$ cat src/hdl/serdes_pkg.sv
package serdes_pkg;

    // ------------------------------------------------------------
    // Data widths
    // ------------------------------------------------------------
    typedef logic [7:0]  word_t;        // Parallel test word, upper bits unused.
    typedef logic [15:0] err_cnt_t;     // Saturating word error count.
    typedef logic [7:0]  slip_cnt_t;    // Bitslips since the last search.
    typedef logic [15:0] wb_data_t;     // Wishbone data.
    typedef logic [2:0]  reg_addr_t;    // Register index.

    // ------------------------------------------------------------
    // Register map
    // ------------------------------------------------------------
    localparam reg_addr_t REG_PATTERN   = 3'd0;
    localparam reg_addr_t REG_CONTROL   = 3'd1;    // Bit 0 is enable.
    localparam reg_addr_t REG_RX_WORD   = 3'd2;
    localparam reg_addr_t REG_STATUS    = 3'd3;    // Locked at 0, slips at 15:8.
    localparam reg_addr_t REG_ERR_COUNT = 3'd4;    // Write clears.

    // ------------------------------------------------------------
    // Buses
    // ------------------------------------------------------------
    typedef struct packed {
        reg_addr_t adr;
        wb_data_t  dat;
        logic      we;
        logic      cyc;
        logic      stb;
    } wb_req_t;

    typedef struct packed {
        wb_data_t dat;
        logic     ack;
    } wb_rsp_t;

    typedef struct packed {
        logic  enable;
        word_t pattern;
        logic  err_clear;                // One cycle pulse.
    } link_ctrl_t;

    typedef struct packed {
        logic      locked;
        slip_cnt_t slips;
        err_cnt_t  err_cnt;
        word_t     rx_word;
    } link_status_t;

    typedef enum logic [1:0] {
        SEARCH,
        SETTLE,
        LOCKED
    } align_state_t;

    // Ones in the low width bits of a word.
    function automatic word_t width_mask(input int unsigned width);
        word_t m;
        m = '0;
        for (int i = 0; i < $bits(word_t); i++) begin
            if (i < width) begin
                m[i] = 1'b1;
            end
        end
        return m;
    endfunction

endpackage
$ cat src/hdl/serdes_top.sv
`timescale 1ns/10ps

module serdes_top #(
    parameter int DATA_WIDTH = 8
) (
    input  logic                CLK,
    input  logic                rst,

    input  serdes_pkg::wb_req_t wb_req,
    output serdes_pkg::wb_rsp_t wb_rsp,

    input  logic                ser_in,
    output logic                ser_out,
    output logic                ser_oe
);

    logic [3:0]               rst_sr;
    logic                     rst_link;
    serdes_pkg::link_ctrl_t   ctrl;
    serdes_pkg::link_status_t status;

    // ------------------------------------------------------------
    // Reset stretcher
    // ------------------------------------------------------------
    // Link comes out of reset four cycles after the register block.
    always_ff @(posedge CLK) begin
        if (rst) begin
            rst_sr <= 4'hF;
        end else begin
            rst_sr <= rst_sr >> 1;         // Walk the ones out.
        end
    end

    assign rst_link = rst_sr[0];

    // ------------------------------------------------------------
    // Register port and link
    // ------------------------------------------------------------
    wb_regs u_regs (
        .CLK    (CLK),
        .rst    (rst),
        .wb_req (wb_req),
        .wb_rsp (wb_rsp),
        .ctrl   (ctrl),
        .status (status)
    );

    serdes_test #(
        .DATA_WIDTH (DATA_WIDTH)
    ) u_test (
        .CLK     (CLK),
        .rst     (rst_link),
        .ctrl    (ctrl),
        .status  (status),
        .ser_in  (ser_in),
        .ser_out (ser_out),
        .ser_oe  (ser_oe)
    );

endmodule

$ cat src/hdl/wb_regs.sv
`timescale 1ns/10ps

module wb_regs (
    input  logic                     CLK,
    input  logic                     rst,

    input  serdes_pkg::wb_req_t      wb_req,
    output serdes_pkg::wb_rsp_t      wb_rsp,

    output serdes_pkg::link_ctrl_t   ctrl,
    input  serdes_pkg::link_status_t status
);

    logic                 req_valid;
    logic                 wr_en;
    serdes_pkg::wb_data_t rd_data;
    serdes_pkg::wb_data_t dat_q;
    logic                 ack_q;
    serdes_pkg::word_t    pattern_q;
    logic                 enable_q;
    logic                 err_clear_q;

    // A request held through its ack cycle is not taken twice.
    assign req_valid = wb_req.cyc & wb_req.stb & ~ack_q;
    assign wr_en     = req_valid & wb_req.we;

    // ------------------------------------------------------------
    // Read mux
    // ------------------------------------------------------------
    always_comb begin
        case (wb_req.adr)
            serdes_pkg::REG_PATTERN:   rd_data = {8'h00, pattern_q};
            serdes_pkg::REG_CONTROL:   rd_data = {15'h0000, enable_q};
            serdes_pkg::REG_RX_WORD:   rd_data = {8'h00, status.rx_word};
            serdes_pkg::REG_STATUS:    rd_data = {status.slips, 7'h00, status.locked};
            serdes_pkg::REG_ERR_COUNT: rd_data = status.err_cnt;
            default:                   rd_data = '0;    // Unmapped.
        endcase
    end

    // ------------------------------------------------------------
    // Writes and handshake
    // ------------------------------------------------------------
    always_ff @(posedge CLK) begin
        if (rst) begin
            ack_q       <= 1'b0;
            pattern_q   <= '0;
            enable_q    <= 1'b0;
            err_clear_q <= 1'b0;
        end else begin
            ack_q       <= req_valid;      // One cycle after the request.
            err_clear_q <= wr_en && (wb_req.adr == serdes_pkg::REG_ERR_COUNT);
            if (wr_en && wb_req.adr == serdes_pkg::REG_PATTERN) begin
                pattern_q <= wb_req.dat[7:0];
            end
            if (wr_en && wb_req.adr == serdes_pkg::REG_CONTROL) begin
                enable_q <= wb_req.dat[0];
            end
        end
    end

    always_ff @(posedge CLK) begin
        if (req_valid) begin
            dat_q <= rd_data;              // Valid with ack.
        end
    end

    assign wb_rsp = '{dat: dat_q, ack: ack_q};

    assign ctrl = '{
        enable:    enable_q,
        pattern:   pattern_q,
        err_clear: err_clear_q
    };

endmodule

$ cat src/hdl/serdes_test.sv
`timescale 1ns/10ps

module serdes_test #(
    parameter int DATA_WIDTH = 8
) (
    input  logic                     CLK,
    input  logic                     rst,

    input  serdes_pkg::link_ctrl_t   ctrl,
    output serdes_pkg::link_status_t status,

    input  logic                     ser_in,
    output logic                     ser_out,
    output logic                     ser_oe
);

    localparam serdes_pkg::word_t MASK = serdes_pkg::width_mask(DATA_WIDTH);
    localparam logic [2:0] STB_LAST = 3'(DATA_WIDTH - 1);

    logic [2:0]            stb_cnt;
    logic                  word_stb;
    serdes_pkg::word_t     pattern_m;
    logic                  ser_bit;
    logic                  bitslip;
    serdes_pkg::word_t     rx_word;
    logic                  rx_valid;
    logic                  align_valid;
    logic                  locked;
    serdes_pkg::slip_cnt_t slips;
    serdes_pkg::err_cnt_t  err_cnt;

    assign pattern_m = ctrl.pattern & MASK;

    // ------------------------------------------------------------
    // Word strobe
    // ------------------------------------------------------------
    // Stands in for the divided word clock.
    always_ff @(posedge CLK) begin
        if (rst) begin
            stb_cnt <= '0;
        end else if (stb_cnt == STB_LAST) begin
            stb_cnt <= '0;
        end else begin
            stb_cnt <= stb_cnt + 3'd1;
        end
    end

    assign word_stb = (stb_cnt == STB_LAST);

    // ------------------------------------------------------------
    // Datapath
    // ------------------------------------------------------------
    word_serializer #(
        .DATA_WIDTH (DATA_WIDTH)
    ) u_ser (
        .CLK      (CLK),
        .rst      (rst),
        .word_stb (word_stb),
        .word     (pattern_m),
        .ser_out  (ser_bit)
    );

    word_deserializer #(
        .DATA_WIDTH (DATA_WIDTH)
    ) u_des (
        .CLK      (CLK),
        .rst      (rst),
        .ser_in   (ser_in),
        .word_stb (word_stb),
        .bitslip  (bitslip),
        .rx_word  (rx_word),
        .rx_valid (rx_valid)
    );

    assign align_valid = rx_valid & ctrl.enable;   // No search while idle.

    word_aligner #(
        .DATA_WIDTH (DATA_WIDTH)
    ) u_align (
        .CLK       (CLK),
        .rst       (rst),
        .rx_word   (rx_word),
        .rx_valid  (align_valid),
        .expected  (pattern_m),
        .err_clear (ctrl.err_clear),
        .bitslip   (bitslip),
        .locked    (locked),
        .slips     (slips),
        .err_cnt   (err_cnt)
    );

    assign ser_oe  = ctrl.enable;
    assign ser_out = ser_bit & ctrl.enable;      // Line idles low.

    assign status = '{
        locked:  locked,
        slips:   slips,
        err_cnt: err_cnt,
        rx_word: rx_word
    };

endmodule

$ cat src/hdl/word_aligner.sv
`timescale 1ns/10ps

module word_aligner #(
    parameter int DATA_WIDTH = 8
) (
    input  logic                  CLK,
    input  logic                  rst,
    input  serdes_pkg::word_t     rx_word,
    input  logic                  rx_valid,
    input  serdes_pkg::word_t     expected,
    input  logic                  err_clear,
    output logic                  bitslip,
    output logic                  locked,
    output serdes_pkg::slip_cnt_t slips,
    output serdes_pkg::err_cnt_t  err_cnt
);

    localparam serdes_pkg::word_t MASK = serdes_pkg::width_mask(DATA_WIDTH);
    localparam int SETTLE_WORDS = 2;   // Words ignored after a slip.
    localparam int MISS_LIMIT   = 4;   // Mismatches in a row that drop lock.

    serdes_pkg::align_state_t state;
    logic [1:0]               settle_cnt;
    logic [1:0]               miss_run;
    logic                     match;

    assign match  = (rx_word & MASK) == (expected & MASK);
    assign locked = (state == serdes_pkg::LOCKED);

    // ------------------------------------------------------------
    // Alignment FSM
    // ------------------------------------------------------------
    always_ff @(posedge CLK) begin
        if (rst) begin
            state      <= serdes_pkg::SEARCH;
            bitslip    <= 1'b0;
            slips      <= '0;
            settle_cnt <= '0;
            miss_run   <= '0;
        end else begin
            bitslip <= 1'b0;
            if (rx_valid) begin
                case (state)
                    serdes_pkg::SEARCH: begin
                        if (match) begin
                            state    <= serdes_pkg::LOCKED;
                            miss_run <= '0;
                        end else begin
                            bitslip    <= 1'b1;
                            settle_cnt <= '0;
                            state      <= serdes_pkg::SETTLE;
                            if (slips != '1) begin
                                slips <= slips + 8'd1;
                            end
                        end
                    end
                    serdes_pkg::SETTLE: begin
                        // The deserializer needs a word or two to show the slip.
                        if (settle_cnt == 2'(SETTLE_WORDS - 1)) begin
                            state <= serdes_pkg::SEARCH;
                        end else begin
                            settle_cnt <= settle_cnt + 2'd1;
                        end
                    end
                    serdes_pkg::LOCKED: begin
                        if (match) begin
                            miss_run <= '0;
                        end else if (miss_run == 2'(MISS_LIMIT - 1)) begin
                            state    <= serdes_pkg::SEARCH;   // Lost it.
                            slips    <= '0;
                            miss_run <= '0;
                        end else begin
                            miss_run <= miss_run + 2'd1;
                        end
                    end
                    default: state <= serdes_pkg::SEARCH;
                endcase
            end
        end
    end

    // ------------------------------------------------------------
    // Error counter
    // ------------------------------------------------------------
    always_ff @(posedge CLK) begin
        if (rst) begin
            err_cnt <= '0;
        end else if (err_clear) begin
            err_cnt <= '0;
        end else if (rx_valid && locked && !match && err_cnt != '1) begin
            err_cnt <= err_cnt + 16'd1;    // Saturates.
        end
    end

endmodule

$ cat src/hdl/word_deserializer.sv
`timescale 1ns/10ps

module word_deserializer #(
    parameter int DATA_WIDTH = 8
) (
    input  logic              CLK,
    input  logic              rst,
    input  logic              ser_in,
    input  logic              word_stb,
    input  logic              bitslip,
    output serdes_pkg::word_t rx_word,
    output logic              rx_valid
);

    localparam serdes_pkg::word_t MASK = serdes_pkg::width_mask(DATA_WIDTH);
    localparam logic [2:0] OFS_LAST = 3'(DATA_WIDTH - 1);

    serdes_pkg::word_t     shift_q;
    serdes_pkg::word_t     shift_nxt;
    logic [DATA_WIDTH-2:0] stb_dly;
    logic [DATA_WIDTH-1:0] stb_taps;
    logic [2:0]            slip_ofs;
    logic                  slip_pend;
    logic                  cap_stb;
    logic                  capture;

    // ------------------------------------------------------------
    // Input shift register
    // ------------------------------------------------------------
    // Newest bit enters at the LSB, so the oldest of the window
    // ends up at the MSB.
    assign shift_nxt = serdes_pkg::word_t'({shift_q, ser_in});

    always_ff @(posedge CLK) begin
        shift_q <= shift_nxt;
    end

    // ------------------------------------------------------------
    // Capture timing
    // ------------------------------------------------------------
    // Tap n of the strobe line is word_stb delayed by n cycles.
    assign stb_taps = {stb_dly, word_stb};
    assign cap_stb  = stb_taps[slip_ofs];
    assign capture  = cap_stb & ~slip_pend;

    always_ff @(posedge CLK) begin
        if (rst) begin
            stb_dly   <= '0;
            slip_ofs  <= '0;
            slip_pend <= 1'b0;
            rx_valid  <= 1'b0;
        end else begin
            stb_dly  <= stb_taps[DATA_WIDTH-2:0];
            rx_valid <= capture;
            if (cap_stb && slip_pend) begin
                // Skip this capture; the next tap fires one cycle later.
                slip_pend <= 1'b0;
                slip_ofs  <= (slip_ofs == OFS_LAST) ? 3'd0 : slip_ofs + 3'd1;
            end else if (bitslip) begin
                slip_pend <= 1'b1;         // Apply at the next capture.
            end
        end
    end

    always_ff @(posedge CLK) begin
        if (capture) begin
            rx_word <= shift_nxt & MASK;
        end
    end

endmodule

$ cat src/hdl/word_serializer.sv
`timescale 1ns/10ps

module word_serializer #(
    parameter int DATA_WIDTH = 8
) (
    input  logic              CLK,
    input  logic              rst,
    input  logic              word_stb,
    input  serdes_pkg::word_t word,
    output logic              ser_out
);

    serdes_pkg::word_t shift_q;

    // ------------------------------------------------------------
    // Parallel load, serial shift
    // ------------------------------------------------------------
    // The strobe comes every DATA_WIDTH cycles, so the register
    // shifts DATA_WIDTH-1 times between loads and the stream has
    // no gaps.
    always_ff @(posedge CLK) begin
        if (rst) begin
            shift_q <= '0;
        end else if (word_stb) begin
            shift_q <= word;               // New word next cycle.
        end else begin
            shift_q <= shift_q << 1;       // Next bit up to the top.
        end
    end

    // Top bit for the configured width, MSB first.
    assign ser_out = shift_q[DATA_WIDTH-1];

endmodule

$ cat config.mk
export PLATFORM = sky130hd
export DESIGN_NAME = serdes_top
export DESIGN_NICKNAME = d
export VERILOG_FILES = /design/src/hdl/serdes_pkg.sv /design/src/hdl/serdes_top.sv /design/src/hdl/wb_regs.sv /design/src/hdl/serdes_test.sv /design/src/hdl/word_aligner.sv /design/src/hdl/word_deserializer.sv /design/src/hdl/word_serializer.sv
export SDC_FILE = /design/constraint.sdc
export NUM_CORES = 1
export LEC_CHECK = 0
export BUFFER_PORTS_ARGS = -buffer_cell sky130_fd_sc_hd__buf_2
export CAP_MARGIN = 5
export CORE_UTILIZATION = 41
export DETAILED_ROUTE_END_ITERATION = 16
export GPL_ROUTABILITY_DRIVEN = 0
export HOLD_SLACK_MARGIN = 0.06
export SLEW_MARGIN = 20
export SYNTH_ARGS = -nofsm -noshare
export SYNTH_HDL_FRONTEND = slang
export SYNTH_SLANG_ARGS = --single-unit
$ cat constraint.sdc
create_clock -name CLK -period 5.1 [get_ports CLK]
set_input_delay 0 -clock CLK [delete_from_list [all_inputs] [get_ports CLK]]
set_output_delay 0 -clock CLK [all_outputs]
set_load 0.03 [all_outputs]
==> impl_metrics.py <==
metrics = {
    "status": {
        "outcome": "finished, final reports clean",
    },
    "setup_path": {
        "setup.worst_path.start_class": "flip-flop",
        "worst-endpoint-arrival_ns": 2.68,
        "crit_type": "flip-flop to flip-flop",
        "cp.required_ns": 5.35,
        "crit_path_max_incr_delay_ns": 0.57,
        "setup.worst_path.end_class": "flip-flop",
        "slowest_stage": "sky130_fd_sc_hd__dlygate4sd3_1",
        "critical_path.cell_chain": "and3b_1 -> buf_4 -> nand3b_1 -> or3_1 -> mux2i_1 -> nor2_1 -> dlygate4sd3_1",
        "worstPathMaxFanout": 18,
    },
    "detailed_routing": {
        "route.detailed.vias_per_inst": 5.35,
        "drt-wirelength-per-cell_um": 14.8,
        "drt-total-wl_mm": 8.98,
        "dr_vias": 3243,
        "drc_errors": 0,
        "ant_nets": 0,
        "drt_iter0_drc": 136,
        "drt-pass1-iter-count": 4,
    },
    "clocking": {
        "maximum_number_of_buffers_from_clock_root_to_sink": 2,
        "cts_setup_buffers": 0,
        "worstSkewPairLatency_ns": 0.36,
        "worst_setup_hold_path_clk_slew_ns": 0.10,
        "root_buffer": "sky130_fd_sc_hd__clkbuf_8",
        "clock_sinks": 100,
        "cts_made_buffers": 9,
        "cts.htree.levels": 3,
        "clock_tree_from_tritoncts": "done",
    },
    "pwr": {
        "power.switching_fraction_pct": 22.2,
        "power.ir.vdd_worst_uv": 193,
        "combinational_power_share_pct": 4.0,
        "power_density_nw_per_um2": 287,
        "internal_power_mw": 1.12,
        "power.net_switching_mw": 0.318,
        "power.share.sequential_pct": 57.4,
        "p_leak_nw": 1.81,
        "p_total_mw": 1.44,
        "share_clk_of_total_power_pct": 38.6,
    },
    "sta": {
        "timing_max_transition_violations_final": 0,
        "grt_setup_unrepaired": "false",
        "period_minus_slack_ns": 2.43,
        "fmaxAchievable_ghz": 0.412,
        "post-route-worst-setup-slack_ns": 2.67,
        "report.final.hold_viol_count": 0,
        "final_min_period_over_clock_period_pct": 47.6,
        "fin_worst_skew_ns": 0.0134,
        "fin_tns_setup_ns": 0,
        "slew-limit-headroom_pct": 37.4,
        "report.final.setup_viol": 0,
        "timing_worst_slew_pin_value_ns": 0.937,
    },
    "placed_design": {
        "pre_cts_slack_ns": 2.70,
        "post-dp-hpwl_mm": 6.26,
        "placedCellCount": 569,
        "port_buffers": 35,
    },
    "floorplan": {
        "floorplan_die_height_um": 105,
        "io-pin-count": 44,
        "placementRows": 37,
        "initial_standard_cell_utilization_of_the_core_pct": 42.1,
        "floorplan.die.width_um": 105,
        "coreArea_um2": 10300,
        "fp.dieArea_um2": 11000,
    },
    "finish": {
        "final_cell_mix": "sky130_fd_sc_hd__dfxtp_1, sky130_fd_sc_hd__nor2_1, sky130_fd_sc_hd__buf_2",
        "antenna_cells": 0,
        "seq_area_um2": 2240,
        "area_delta_synth_final_pct": 15.9,
        "drive_above_1_share_pct": 14.7,
        "design.final.nets": 498,
        "most_common_cell_after_layout_fill_and_taps_aside": "sky130_fd_sc_hd__dfxtp_1",
        "num-fill-cells": 976,
        "layoutNonFillerInstCount": 606,
        "final_core_utilization_pct": 48.7,
        "multi_input_comb_area_um2": 1930,
    },
    "logic_synthesis": {
        "dominantRegCellSynth": "sky130_fd_sc_hd__dfxtp_1",
        "syn-num-nets": 450,
        "synth_async_sr_flop_share_pct": 0,
        "ys_ff_latch": 100,
        "synth-edff-count": 24,
        "synth_cells": 417,
        "syn_area_per_cell_um2": 10.4,
        "synthesis.area_um2": 4320,
        "number_of_library_cell_types_mapped_by_synthesis": 57,
        "share_of_synthesized_area_occupied_by_flip_flops_and_latches_pct": 51.9,
        "ys_warn_count": 0,
    },
    "grt": {
        "grt_max_degree": 36,
        "number_of_antenna_violations_at_the_first_check_in_global_routing": 0,
        "grtUsageTotal_pct": 17.1,
        "globalRouteOverflowTotal": 0,
        "grt_pass1_wl_mm": 14.8,
        "first_global_vias": 3062,
    },
    "flow_run": {
        "timing.max_cap.violations": 0,
    },
    "hold_path": {
        "hp-class": "input pin to flip-flop",
    },
}
==> Yosys cell counts (7+ instances only) <==
cell type / n / area (um^2)
sky130_fd_sc_hd__inv_1: 10 / 37.5
sky130_fd_sc_hd__mux2i_1: 30 / 300
sky130_fd_sc_hd__nor2b_1: 10 / 62.6
sky130_fd_sc_hd__dfxtp_1: 76 / 1520
sky130_fd_sc_hd__o31ai_1: 11 / 82.6
sky130_fd_sc_hd__xnor2_1: 8 / 70.1
sky130_fd_sc_hd__nor2_1: 50 / 188
sky130_fd_sc_hd__nor3_1: 10 / 50.1
sky130_fd_sc_hd__o21ai_0: 7 / 35.0
sky130_fd_sc_hd__clkbuf_1: 11 / 41.3
sky130_fd_sc_hd__nand3_1: 14 / 70.1
sky130_fd_sc_hd__ha_1: 8 / 100
sky130_fd_sc_hd__a21oi_1: 25 / 125
sky130_fd_sc_hd__a22o_1: 9 / 78.8
sky130_fd_sc_hd__nand2_1: 14 / 52.6
sky130_fd_sc_hd__nand4_1: 7 / 43.8
sky130_fd_sc_hd__edfxtp_1: 24 / 721
sky130_fd_sc_hd__or3_1: 8 / 50.1
==> through the flow <==
stage / instance area, um^2 / hold WS (ns)
2_1_floorplan: 4320 / 0.0277
3_3_place_gp: 4570 / 0.132
3_5_place_dp: 4570 / 0.133
4_1_cts: 5010 / 0.164
5_1_grt: 5010 / 0.205
6_report: 5010 / 0.190
==> power by group through the flow <==
stage / Sequential, mW / Clock [mW] / Combinational [mW]
finish: 0.824 / 0.554 / 0.0576
global route: 0.825 / 0.604 / 0.0621
CTS: 0.824 / 0.569 / 0.0578
detailed placement: 0.842 / 0 / 0.0501
global placement: 0.842 / 0 / 0.0499
floorplan: 0.853 / 0 / 0.0212
==> per-layer routing <==
metal,vias up,GRT usage [%],share of wire (%)
li1,1635,-,-
met1,1548,22.3,48
met2,51,28.3,47
met3,9,2.74,3.3
met4,0,6.94,1.5
met5,-,0,0
==> logic make-up after synthesis <==
group                      Yosys count  synth area share, %
and+or+nand+nor                    158                 19.9
DFF                                100                 51.9
AOI/OAI and AO/OA                   79                 12.6
muxes                               33                 8.25
buffers and inverters               31                 3.45
xor gates and xnor gates             8                 1.62
adders and majority gates            8                 2.32
==> worst paths after layout <==
| path | cells past startpoint | to | startpoint | slack, ns |
|---|---|---|---|---|
| setup / recovery | 7 | u_regs.pattern_q[2] | u_regs.ack_q | 2.67 |
| hold / removal | 4 | u_regs.dat_q[3] | wb_req[20] | 0.19 |
| setup reg to reg | 7 | u_regs.pattern_q[2] | u_regs.ack_q | 2.67 |
| hold reg to reg | 0 | u_test.u_des.shift_q[1] | u_test.u_des.shift_q[0] | 0.36 |
==> cell type report <==
cell class / instances / share of cell area, %
flip-flops and latches: 100 / 44.8
inverters: 10 / 0.750
clock inverters: 5 / 1.27
multi-input cells: 286 / 38.6
repair buffers: 58 / 8.00
well taps: 136 / 3.40
clock buffers: 11 / 3.25
==> sequential cells by signal (all words and copies together) (netlist names), 7 cells and up <==
name and cells:
u_regs.dat_q 16, u_test.u_align.err_cnt 16, u_test.u_des.shift_q 7, u_test.u_des.stb_dly 7
u_test.u_des.rx_word 8, u_regs.pattern_q 8, u_test.u_ser.shift_q 8, u_test.u_align.slips 8
==> critical path: cells and delay by family (launching register included) <==
kind                   cells  cell delay (ns)
muxes                      1             0.22
DFF                        1             0.31
and+or+nand+nor            4             0.96
buffers and inverters      2             0.82
==> what timing repair did <==
action                    4_1_cts  5_1_grt
hold buffers                   21        0
hold endpoints to repair       21        0
resized for setup               0        0
No activity file was read; power rests on OpenSTA's default activity.
